==> src/common/mem_pkg.sv <==
//****************************************
// memory stage pipeline types
//****************************************
`default_nettype none

package mem_pkg;

    typedef logic [31:0] addr_t;
    typedef logic [31:0] data_t;
    typedef logic [3:0]  strb_t;
    typedef logic [4:0]  reg_addr_t;

    typedef enum logic [1:0] {
        mem_op_none,
        mem_op_load,
        mem_op_store
    } mem_op_t;

    // item handed over by the execute stage
    typedef struct packed {
        addr_t     pc;
        data_t     alu_result;
        data_t     store_data;
        strb_t     store_strb;
        reg_addr_t reg_waddr;
        logic [3:0] reg_we;
        logic      mem_to_reg;
        mem_op_t   op;
    } exe_mem_t;

    typedef struct packed {
        addr_t     pc;
        data_t     alu_result;
        reg_addr_t reg_waddr;
        logic [3:0] reg_we;
        logic      mem_to_reg;
        data_t     load_data;
    } mem_wb_t;

endpackage

`default_nettype wire

==> src/common/axi_pkg.sv <==
//****************************************
// data bus channel types
//****************************************
`default_nettype none

package axi_pkg;

    typedef logic [3:0] axi_id_t;
    typedef logic [2:0] axi_size_t;

    // 4-byte beats only
    localparam axi_size_t axi_size_word = 3'd2;

    // all loads share one read id
    localparam axi_id_t load_id = 4'd1;

    typedef struct packed {
        axi_id_t        id;
        mem_pkg::addr_t addr;
        axi_size_t      size;
    } ar_t;

    typedef struct packed {
        axi_id_t        id;
        mem_pkg::addr_t addr;
        axi_size_t      size;
    } aw_t;

    typedef struct packed {
        axi_id_t        id;
        mem_pkg::data_t data;
        mem_pkg::strb_t strb;
    } w_t;

    typedef struct packed {
        axi_id_t        id;
        mem_pkg::data_t data;
    } r_t;

    typedef struct packed {
        axi_id_t id;
    } b_t;

endpackage

`default_nettype wire

==> src/source/mem_pipe_reg.sv <==
//****************************************
// stage register and writeback latch
//****************************************
`default_nettype none

module mem_pipe_reg (
    input  logic              clk,
    input  logic              rst,
    input  logic              exe_valid,
    output logic              mem_allowin,
    input  mem_pkg::exe_mem_t exe_data,
    input  logic              load_done,
    input  mem_pkg::data_t    load_data,
    input  logic              store_done,
    output logic              stage_valid,
    output mem_pkg::exe_mem_t stage_data,
    output logic              advance,
    output logic              wb_valid,
    input  logic              wb_allowin,
    output mem_pkg::mem_wb_t  wb_data
);
    import mem_pkg::*;

    logic ready_go;

    // done levels only come up for the matching op
    assign ready_go    = (stage_data.op == mem_op_none) || load_done || store_done;
    assign wb_valid    = stage_valid && ready_go;
    assign advance     = wb_valid && wb_allowin;
    assign mem_allowin = !stage_valid || (ready_go && wb_allowin);

    always_ff @(posedge clk) begin
        if (rst) begin
            stage_valid <= 1'b0;
        end else if (mem_allowin) begin
            stage_valid <= exe_valid;
        end
    end

    always_ff @(posedge clk) begin
        if (exe_valid && mem_allowin) begin
            stage_data <= exe_data;
        end
    end

    // wb_data holds the item that last moved on to writeback
    always_ff @(posedge clk) begin
        if (advance) begin
            wb_data.pc         <= stage_data.pc;
            wb_data.alu_result <= stage_data.alu_result;
            wb_data.reg_waddr  <= stage_data.reg_waddr;
            wb_data.reg_we     <= stage_data.reg_we;
            wb_data.mem_to_reg <= stage_data.mem_to_reg;
            if (stage_data.op == mem_op_load) begin
                wb_data.load_data <= load_data;
            end else begin
                wb_data.load_data <= '0;
            end
        end
    end

endmodule

`default_nettype wire

==> src/load/load_issue.sv <==
//****************************************
// load request FSM
//****************************************
`default_nettype none

module load_issue (
    input  logic              clk,
    input  logic              rst,
    input  logic              stage_valid,
    input  mem_pkg::exe_mem_t stage_data,
    input  logic              advance,
    input  logic              hazard,
    output logic              ar_valid,
    input  logic              ar_ready,
    output axi_pkg::ar_t      ar,
    input  logic              r_valid,
    output logic              r_ready,
    input  axi_pkg::r_t       r,
    output logic              load_done,
    output mem_pkg::data_t    load_data
);
    import mem_pkg::*;
    import axi_pkg::*;

    typedef enum logic [2:0] {
        idle,
        wait_hazard,
        addr,
        data,
        done
    } load_state_t;

    load_state_t state;
    logic        want;
    logic        r_hit;

    assign want  = stage_valid && (stage_data.op == mem_op_load);
    assign r_hit = r_valid && r_ready && (r.id == load_id);

    assign ar_valid  = (state == addr);
    assign r_ready   = (state == data);
    assign load_done = (state == done);

    assign ar.id   = load_id;
    assign ar.addr = {stage_data.alu_result[31:2], 2'b00};
    assign ar.size = axi_size_word;

    always_ff @(posedge clk) begin
        if (rst) begin
            state <= idle;
        end else begin
            case (state)
                idle: begin
                    if (want) begin
                        // hold off while a store to this word is still in flight
                        state <= hazard ? wait_hazard : addr;
                    end
                end
                wait_hazard: if (!hazard) state <= addr;
                addr: if (ar_ready) state <= data;
                data: if (r_hit) state <= done;
                done: if (advance) state <= idle;
                default: state <= idle;
            endcase
        end
    end

    always_ff @(posedge clk) begin
        if (r_hit) begin
            load_data <= r.data;
        end
    end

endmodule

`default_nettype wire

==> src/store/store_issue.sv <==
//****************************************
// store request FSM
//****************************************
`default_nettype none

module store_issue (
    input  logic              clk,
    input  logic              rst,
    input  logic              stage_valid,
    input  mem_pkg::exe_mem_t stage_data,
    input  logic              advance,
    input  logic              slot_free,
    input  axi_pkg::axi_id_t  alloc_id,
    output logic              alloc,
    output logic              aw_valid,
    input  logic              aw_ready,
    output axi_pkg::aw_t      aw,
    output logic              w_valid,
    input  logic              w_ready,
    output axi_pkg::w_t       w,
    output logic              store_done
);
    import mem_pkg::*;
    import axi_pkg::*;

    typedef enum logic [1:0] {
        idle,
        wait_slot,
        send,
        done
    } store_state_t;

    store_state_t state;
    logic         want;
    logic         aw_sent;
    logic         w_sent;
    logic         aw_fire;
    logic         w_fire;
    logic         both_sent;
    axi_id_t      issue_id;

    assign want      = stage_valid && (stage_data.op == mem_op_store);
    assign alloc     = slot_free && (((state == idle) && want) || (state == wait_slot));
    assign aw_valid  = (state == send) && !aw_sent;
    assign w_valid   = (state == send) && !w_sent;
    assign aw_fire   = aw_valid && aw_ready;
    assign w_fire    = w_valid && w_ready;
    // beats may land in either order or together
    assign both_sent = (aw_sent || aw_fire) && (w_sent || w_fire);

    assign store_done = (state == done);

    assign aw.id   = issue_id;
    assign aw.addr = {stage_data.alu_result[31:2], 2'b00};
    assign aw.size = axi_size_word;
    assign w.id    = issue_id;
    assign w.data  = stage_data.store_data;
    assign w.strb  = stage_data.store_strb;

    always_ff @(posedge clk) begin
        if (rst) begin
            state <= idle;
        end else begin
            case (state)
                idle: begin
                    if (alloc) begin
                        state <= send;
                    end else if (want) begin
                        state <= wait_slot;
                    end
                end
                wait_slot: if (alloc) state <= send;
                send: if (both_sent) state <= done;
                done: if (advance) state <= idle;
                default: state <= idle;
            endcase
        end
    end

    always_ff @(posedge clk) begin
        if (rst) begin
            aw_sent <= 1'b0;
            w_sent  <= 1'b0;
        end else if (alloc) begin
            aw_sent <= 1'b0;
            w_sent  <= 1'b0;
        end else begin
            if (aw_fire) begin
                aw_sent <= 1'b1;
            end
            if (w_fire) begin
                w_sent <= 1'b1;
            end
        end
    end

    always_ff @(posedge clk) begin
        if (alloc) begin
            issue_id <= alloc_id;
        end
    end

endmodule

`default_nettype wire

==> src/store/store_table.sv <==
//****************************************
// outstanding store slots
//****************************************
`default_nettype none

module store_table #(
    parameter int num_store_ids = 4
) (
    input  logic             clk,
    input  logic             rst,
    input  logic             alloc,
    output axi_pkg::axi_id_t alloc_id,
    output logic             slot_free,
    input  mem_pkg::addr_t   store_addr,
    input  mem_pkg::addr_t   load_addr,
    input  logic             b_valid,
    input  axi_pkg::b_t      b,
    output logic             hazard
);
    import mem_pkg::*;
    import axi_pkg::*;

    localparam int idx_w = $clog2(num_store_ids);

    logic [num_store_ids-1:0] busy;
    logic [num_store_ids-1:0] match;
    addr_t                    slot_addr [num_store_ids];
    logic [idx_w-1:0]         free_idx;

    // lowest free slot wins, so scan from the top down
    always_comb begin
        free_idx = '0;
        for (int i = num_store_ids - 1; i >= 0; i--) begin
            if (!busy[i]) begin
                free_idx = idx_w'(i);
            end
        end
    end

    assign alloc_id  = axi_id_t'(free_idx);
    assign slot_free = ~&busy;

    always_comb begin
        for (int i = 0; i < num_store_ids; i++) begin
            match[i] = busy[i] && (slot_addr[i][31:2] == load_addr[31:2]);
        end
    end

    assign hazard = |match;

    // a response and a new store never target the same slot
    always_ff @(posedge clk) begin
        if (rst) begin
            busy <= '0;
        end else begin
            for (int i = 0; i < num_store_ids; i++) begin
                if (b_valid && (b.id == axi_id_t'(i))) begin
                    busy[i] <= 1'b0;
                end
                if (alloc && (free_idx == idx_w'(i))) begin
                    busy[i] <= 1'b1;
                end
            end
        end
    end

    always_ff @(posedge clk) begin
        if (alloc) begin
            slot_addr[free_idx] <= store_addr;
        end
    end

endmodule

`default_nettype wire

==> src/source/mem_stage.sv <==
//****************************************
// memory stage top
//****************************************
`default_nettype none

module mem_stage #(
    parameter int num_store_ids = 4
) (
    input  logic              clk,
    input  logic              rst,
    input  logic              exe_valid,
    output logic              mem_allowin,
    input  mem_pkg::exe_mem_t exe_data,
    output logic              wb_valid,
    input  logic              wb_allowin,
    output mem_pkg::mem_wb_t  wb_data,
    output logic              ar_valid,
    input  logic              ar_ready,
    output axi_pkg::ar_t      ar,
    input  logic              r_valid,
    output logic              r_ready,
    input  axi_pkg::r_t       r,
    output logic              aw_valid,
    input  logic              aw_ready,
    output axi_pkg::aw_t      aw,
    output logic              w_valid,
    input  logic              w_ready,
    output axi_pkg::w_t       w,
    input  logic              b_valid,
    output logic              b_ready,
    input  axi_pkg::b_t       b
);
    import mem_pkg::*;
    import axi_pkg::*;

    logic     stage_valid;
    exe_mem_t stage_data;
    logic     advance;
    logic     load_done;
    data_t    load_data;
    logic     store_done;
    logic     alloc;
    logic     slot_free;
    axi_id_t  alloc_id;
    logic     hazard;

    // responses are never stalled
    assign b_ready = 1'b1;

    mem_pipe_reg u_pipe_reg (
        .clk         (clk),
        .rst         (rst),
        .exe_valid   (exe_valid),
        .mem_allowin (mem_allowin),
        .exe_data    (exe_data),
        .load_done   (load_done),
        .load_data   (load_data),
        .store_done  (store_done),
        .stage_valid (stage_valid),
        .stage_data  (stage_data),
        .advance     (advance),
        .wb_valid    (wb_valid),
        .wb_allowin  (wb_allowin),
        .wb_data     (wb_data)
    );

    load_issue u_load_issue (
        .clk         (clk),
        .rst         (rst),
        .stage_valid (stage_valid),
        .stage_data  (stage_data),
        .advance     (advance),
        .hazard      (hazard),
        .ar_valid    (ar_valid),
        .ar_ready    (ar_ready),
        .ar          (ar),
        .r_valid     (r_valid),
        .r_ready     (r_ready),
        .r           (r),
        .load_done   (load_done),
        .load_data   (load_data)
    );

    store_issue u_store_issue (
        .clk         (clk),
        .rst         (rst),
        .stage_valid (stage_valid),
        .stage_data  (stage_data),
        .advance     (advance),
        .slot_free   (slot_free),
        .alloc_id    (alloc_id),
        .alloc       (alloc),
        .aw_valid    (aw_valid),
        .aw_ready    (aw_ready),
        .aw          (aw),
        .w_valid     (w_valid),
        .w_ready     (w_ready),
        .w           (w),
        .store_done  (store_done)
    );

    store_table #(
        .num_store_ids (num_store_ids)
    ) u_store_table (
        .clk        (clk),
        .rst        (rst),
        .alloc      (alloc),
        .alloc_id   (alloc_id),
        .slot_free  (slot_free),
        .store_addr (stage_data.alu_result),
        .load_addr  (stage_data.alu_result),
        .b_valid    (b_valid),
        .b          (b),
        .hazard     (hazard)
    );

endmodule

`default_nettype wire

==> config.mk <==
export PLATFORM = sky130hd
export DESIGN_NAME = mem_stage
export DESIGN_NICKNAME = d
export VERILOG_FILES = /design/src/common/mem_pkg.sv /design/src/common/axi_pkg.sv /design/src/source/mem_pipe_reg.sv /design/src/load/load_issue.sv /design/src/store/store_issue.sv /design/src/store/store_table.sv /design/src/source/mem_stage.sv
export SDC_FILE = /design/constraint.sdc
export NUM_CORES = 1
export LEC_CHECK = 0
export ABC_CLOCK_PERIOD_IN_PS = 9000
export BUFFER_PORTS_ARGS = -buffer_cell sky130_fd_sc_hd__buf_2
export CORE_MARGIN = 2
export CORE_UTILIZATION = 46
export CTS_BUF_LIST = sky130_fd_sc_hd__clkbuf_4
export CTS_CLUSTER_DIAMETER = 60
export DETAILED_ROUTE_END_ITERATION = 10
export PLACE_DENSITY = 0.71
export SYNTH_ARGS = -nofsm -noshare
export SYNTH_HDL_FRONTEND = slang
export SYNTH_HIERARCHICAL = 1
export SYNTH_SLANG_ARGS = --single-unit
==> constraint.sdc <==
create_clock -name clk -period 9 [get_ports clk]
set_input_delay 1.8 -clock clk [delete_from_list [all_inputs] [get_ports clk]]
set_output_delay 1.8 -clock clk [all_outputs]
set_load 0.01 [all_outputs]
Word level (Yosys, flattened, before mapping)
Memory sizes are Yosys's and may differ from the RTL's.
Index checks and enable logic that the tools add are counted.
{"block": "word_totals", "reg_bits": 264, "ramBits": 128, "in_bits": 161, "output_inout_bits": 231, "word_cells": 133, "mem_count": 1}
{"name": "u_store_table.slot_addr", "depth": 4, "word_bits": 32, "read_ports": 4, "rd_ports_with_merged_regs": 0, "write_ports": 1, "line_no": "store_table.sv:27", "text": "addr_t slot_addr [num_store_ids];"}
{"block": "op_classes", "eq_ne": 29, "muxes": 27, "n_reduce_logical": 51}
{"op": "$eq A30 B30 Y1", "count": 4}
{"op": "$logic_and A1 B1 Y1", "count": 27}
{"op": "$mux W2", "count": 10}
{"op": "$mux W3", "count": 5}
{"op": "$pmux W3 S5", "count": 1}
{"op": "$eq A2 B2 Y1 const B", "count": 5}
{"op": "$mux W1", "count": 10}
{"op": "$eq A4 B1 Y1 const B", "count": 2}
{"op": "$eq A4 B2 Y1 const B", "count": 2}
{"op": "$ne A2 B1 Y1 const B", "count": 4}
{"op": "$ne A2 B2 Y1 const B", "count": 4}
{"op": "$pmux W2 S4", "count": 1}
{"op": "$reduce_and A4 Y1", "count": 2}
{"op": "$reduce_bool A2 Y1", "count": 4}
{"op": "$eq A2 B1 Y1 const B", "count": 3}
{"op": "$eq A3 B2 Y1 const B", "count": 2}
{"op": "$logic_not A2 Y1", "count": 3}
{"op": "$logic_or A1 B1 Y1", "count": 6}
{"op": "$reduce_and A5 Y1", "count": 1}
{"op": "$logic_not A1 Y1", "count": 4}
{"op": "$logic_not A4 Y1", "count": 1}
{"op": "$reduce_or A4 Y1", "count": 1}
{"op": "$eq A3 B1 Y1 const B", "count": 1}
{"op": "$eq A3 B3 Y1 const B", "count": 1}
{"op": "3 further kinds", "count": 3}

Longest topological paths before layout
{"block": "logic_depth", "word_depth": 7, "ltp_mapped": 10, "mapped_depth_nobuf": 9}

Hierarchy
The synthesis kept the hierarchy.
{"module": "mem_pipe_reg", "instances": 1, "cells_each": 265, "area_per_inst_um2": 6844.1, "seq_area_each_um2": 6566.3}
{"module": "store_table", "instances": 1, "cells_each": 321, "area_per_inst_um2": 5252.5, "seq_area_each_um2": 3683.5}
{"module": "load_issue", "instances": 1, "cells_each": 103, "area_per_inst_um2": 1531.5, "seq_area_each_um2": 1021.0}
{"module": "store_issue", "instances": 1, "cells_each": 117, "area_per_inst_um2": 996.0, "seq_area_each_um2": 200.2}
{"module": "mem_stage", "instances": 1, "cells_each": 2, "area_per_inst_um2": 11.3, "seq_area_each_um2": 0.0}

Least setup slack after synthesis
OpenSTA, ideal clock, no wires.
{"block": "synth_timing", "path_kind": "input port to flip-flop", "start": "input port wb_allowin", "end": "register u_pipe_reg/stage_data[0] (netlist name)", "setup_time_ns": 0.620, "arrival_time_ns": 7.312, "required_ns": 8.380, "setup_slack_ns": 1.069, "cell_stages": 2, "path_buffers": 0, "cell_sequence": "o31ai_1 > a21oi_1"}
{"block": "synth_between", "elab_chain_len": 3}
{"item": "start: declaration", "line_no": "mem_stage.sv:15", "text": "input logic wb_allowin,"}
{"item": "$logic_and A1 B1 Y1", "line_no": "mem_pipe_reg.sv:30", "text": "assign mem_allowin = !stage_valid || (ready_go && wb_allowin);"}
{"item": "$logic_or A1 B1 Y1", "line_no": "mem_pipe_reg.sv:30"}
{"item": "$logic_and A1 B1 Y1", "line_no": "mem_pipe_reg.sv:41", "text": "if (exe_valid && mem_allowin) begin"}
Every way passes these cells.
A chain may end at the register's enable or synchronous reset.

Worst setup path in the final report
{"block": "layout_timing", "start": "input port wb_allowin", "end": "output port mem_allowin"}
{"block": "layout_between", "elab_chain_len": 2}
{"item": "$logic_and A1 B1 Y1", "line_no": "mem_pipe_reg.sv:30"}
{"item": "$logic_or A1 B1 Y1", "line_no": "mem_pipe_reg.sv:30"}
{"item": "end: declaration", "line_no": "mem_stage.sv:12", "text": "output logic mem_allowin,"}
Every way passes these cells.

==> impl_metrics.yaml <==
status:
  status: "complete, no violations"
logic_synthesis:
  ys_seq_elements: 386
  synth-main-ff-cell: "edfxtp_1"
  yosysWarnings: 6
  yosysSeqAreaShare_pct: 78.4
  synth_area_leaders: "edfxtp_1, buf_4, xnor2_1"
  synth_compound_area_share_pct: 1.43
  syn_avg_cell_area_sq_um: 18.1
  synth_top_family_by_area: "XOR/XNOR gates"
  synth_cell_types: 49
  synth.largest_area_cell: "edfxtp_1"
  synth_area_sq_um: 14600
  synth_edf_count: 374
  synth_async_sr_flop_share_pct: 0
  synth_top_area_share_pct: 76.7
  yosys.area_share.adder_pct: 0.427
  synth_xor_area_share_pct: 7.39
  yosys.area_share.simple_pct: 5.20
  synthCells: 808
  synthMuxAreaShare_pct: 0.0684
place:
  io_buffers: 376
  place_area_sq_um: 16200
  globalplace.congestion: 0.755
  dp_hpwl_mm: 18.9
critical_path:
  cp_common_cell: "buf_2"
  crit_path_end_kind: "output port"
  arrival_ns: 2.29
  critPathLaunchType: "input port"
  max_stage_delay_ns: 0.15
  critPathMaxFanout: 3
  path_cells: "buf_2 > o31ai_1 > nand2_1 > buf_2"
  cpMaxStageDelayCell: "buf_2"
  cp.required_ns: 7.20
  worstSetupPathType: "input port to output port"
timing:
  relSlewSlack_pct: 31.9
  rsz0062_at_grt: "no"
  period_minus_slack_ns: 4.09
  worstMarginPinSlew_ns: 1.02
  fmax_mhz: 245
  min_period_over_period_pct: 45.4
  slew_violations: 0
  hold_viol: 0
  fin_tns_setup_ns: 0
  finalClockSkew_ns: 0.0309
  setup_viol: 0
clock_tree:
  post_cts_buffers: 0
  cts.clk_slew.worst_paths_ns: 0.07
  insertion_delay_ns: 0.73
  cts_tree: "built"
  clockBufferDepth: 3
  clock-sinks: 386
  postCtsHoldBufs: 0
  cts_resized: 0
  clockRootBuffer: "clkbuf_4"
  cts-buffers-inserted: 98
  htreeDepth: 3
pwr:
  p_per_area_nw_per_um2: 228
  leakage_nw: 6.60
  vdd_drop_max_v: 0.000142
routing:
  drt_iter0_markers: 410
  postRouteAntennaNets: 0
  drt-total-wl_mm: 28.4
  vias: 7667
  drt_first_pass_iters: 4
  viasPerCell: 4.68
  wl_per_cell_um: 17.3
  drc: 0
global_route:
  grt_pass1_vias: 7947
  antenna_found_initial: 2
  grt_usage_pct: 17.2
  grt_max_degree: 78
  grt.overflow.total: 0
  grt_pass1_wl_mm: 43.3
cells_and_area:
  final_area_sq_um: 17400
  fillCellCount: 2548
  drive_gt1_share_pct: 44.6
  area_delta_synth_final_pct: 18.8
  layout.nets: 1339
die:
  die_height_um: 182
  io_pins: 392
  rows: 65
  start_util_pct: 46.5
  core_area_sq_um: 31500
  fp.dieW_um: 182
  die-area_sq_um: 33300
flow_run:
  cap_violations: 0
min_path:
  hp-class: "flop to flop"
==> logic make-up (layout without fill, tap and decap cells) <==
| group | after synthesis | after routing |
|---|---|---|
| fa+ha+maj | 5 | 5 |
| simple gates | 124 | 124 |
| flops | 386 | 386 |
| xor+xnor | 120 | 120 |
| compound gates | 26 | 26 |
| buf+inv | 140 | 557 |
| mux | 1 | 1 |
| other cells | 6 | 19 |
==> routing by layer <==
layer | global-route usage (%) | routed length [um]
met5 | 0 | 0
met4 | 7.39 | 665
met3 | 5.41 | 1900
met2 | 28.5 | 14300
met1 | 20.7 | 11500
==> area by class of cell <==
cell class | count | area (sq um) | area share [%]
Multi-Input combinational cell | 293 | 2220 | 12.7
Antenna cell | 2 | 5.00 | 0.0288
Timing Repair Buffer | 382 | 1930 | 11.1
Clock buffer | 143 | 1070 | 6.18
Clock inverter | 20 | 143 | 0.821
Sequential cell | 386 | 11500 | 66.0
Inverter | 12 | 45.0 | 0.259
Tap cell | 402 | 503 | 2.89
==> placed cells by master (no fill, tap or decap), drive strengths merged, types with 5 or more instances in the layout <==
cell type  count
inv           13
clkbuf       143
xor2          44
nor4          18
and2          34
nand4         28
clkinv        16
xnor2         76
edfxtp       374
a21oi          9
nand2          5
ha             5
dfxtp         12
nor2          12
buf          382
conb          17
==> report_power, final <==
group	internal, W	switching [W]	leakage [nW]
Combinational	0.000149	0.000189	2.32
Sequential	0.00212	0.0000845	3.55
Clock	0.000778	0.000654	0.723
Total	0.00304	0.000928	6.60
==> critical path: cells and delay by family <==
family / cells / cell delay (ns)
buf+inv: 2 / 0.26
compound gates: 1 / 0.13
simple gates: 1 / 0.09
==> synth_stat cells (all sizes together), types with 3 or more instances <==
cell type,count
clkbuf,3
nor2,12
and2,34
nand2,5
edfxtp,374
nor4,18
ha,5
nand4,28
xnor2,76
buf,125
o31ai,3
a21oi,9
a211oi,3
xor2,44
conb,6
nor3,3
inv,12
nor3b,3
dfxtp,12
nor2b,3
and3,3
==> per-stage QoR <==
| step | hold slack [ns] | std cells | utilization [%] | power (W) | setup slack (ns) |
|---|---|---|---|---|---|
| 2_1_floorplan | 0.400 | 819 | - | 0.00248 | 1.07 |
| 3_3_place_gp | 0.400 | 1475 | 51.3 | 0.00257 | 4.67 |
| 3_5_place_dp | 0.405 | 1475 | 51.3 | 0.00258 | 4.52 |
| 4_1_cts | 0.403 | 1638 | 55.2 | 0.00404 | 4.91 |
| 5_1_grt | 0.410 | 1640 | 55.2 | 0.00418 | 4.87 |
| 6_report | 0.406 | 1640 | 55.2 | 0.00397 | 4.91 |
==> state kept, by name, summed over array words and instances, names as in the netlist <==
signal                   cells
u_store_table/slot_addr    120
u_pipe_reg/stage_data      112
u_pipe_reg/wb_data         106
u_load_issue/load_data      32
u_store_issue/issue_id       4
u_store_table/busy           4
u_load_issue/state           3
u_store_issue/state          2
u_pipe_reg/stage_valid       1
u_store_issue/aw_sent        1
u_store_issue/w_sent         1
==> final timing paths <==
check | slack [ns] | depth (start not counted) | startpoint | to
max | 4.91 | 4 | wb_allowin | mem_allowin
min reg2reg | 0.41 | 0 | u_pipe_reg/stage_data[110]$_DFFE_PP_ | u_pipe_reg/wb_data[104]$_DFFE_PP_
max reg2reg | 5.32 | 8 | u_load_issue/state[2]$_SDFFE_PP0P_ | u_store_issue/state[1]$_SDFFE_PP0P_
min | 0.41 | 0 | u_pipe_reg/stage_data[110]$_DFFE_PP_ | u_pipe_reg/wb_data[104]$_DFFE_PP_
No activity file was read; power rests on OpenSTA's default activity.
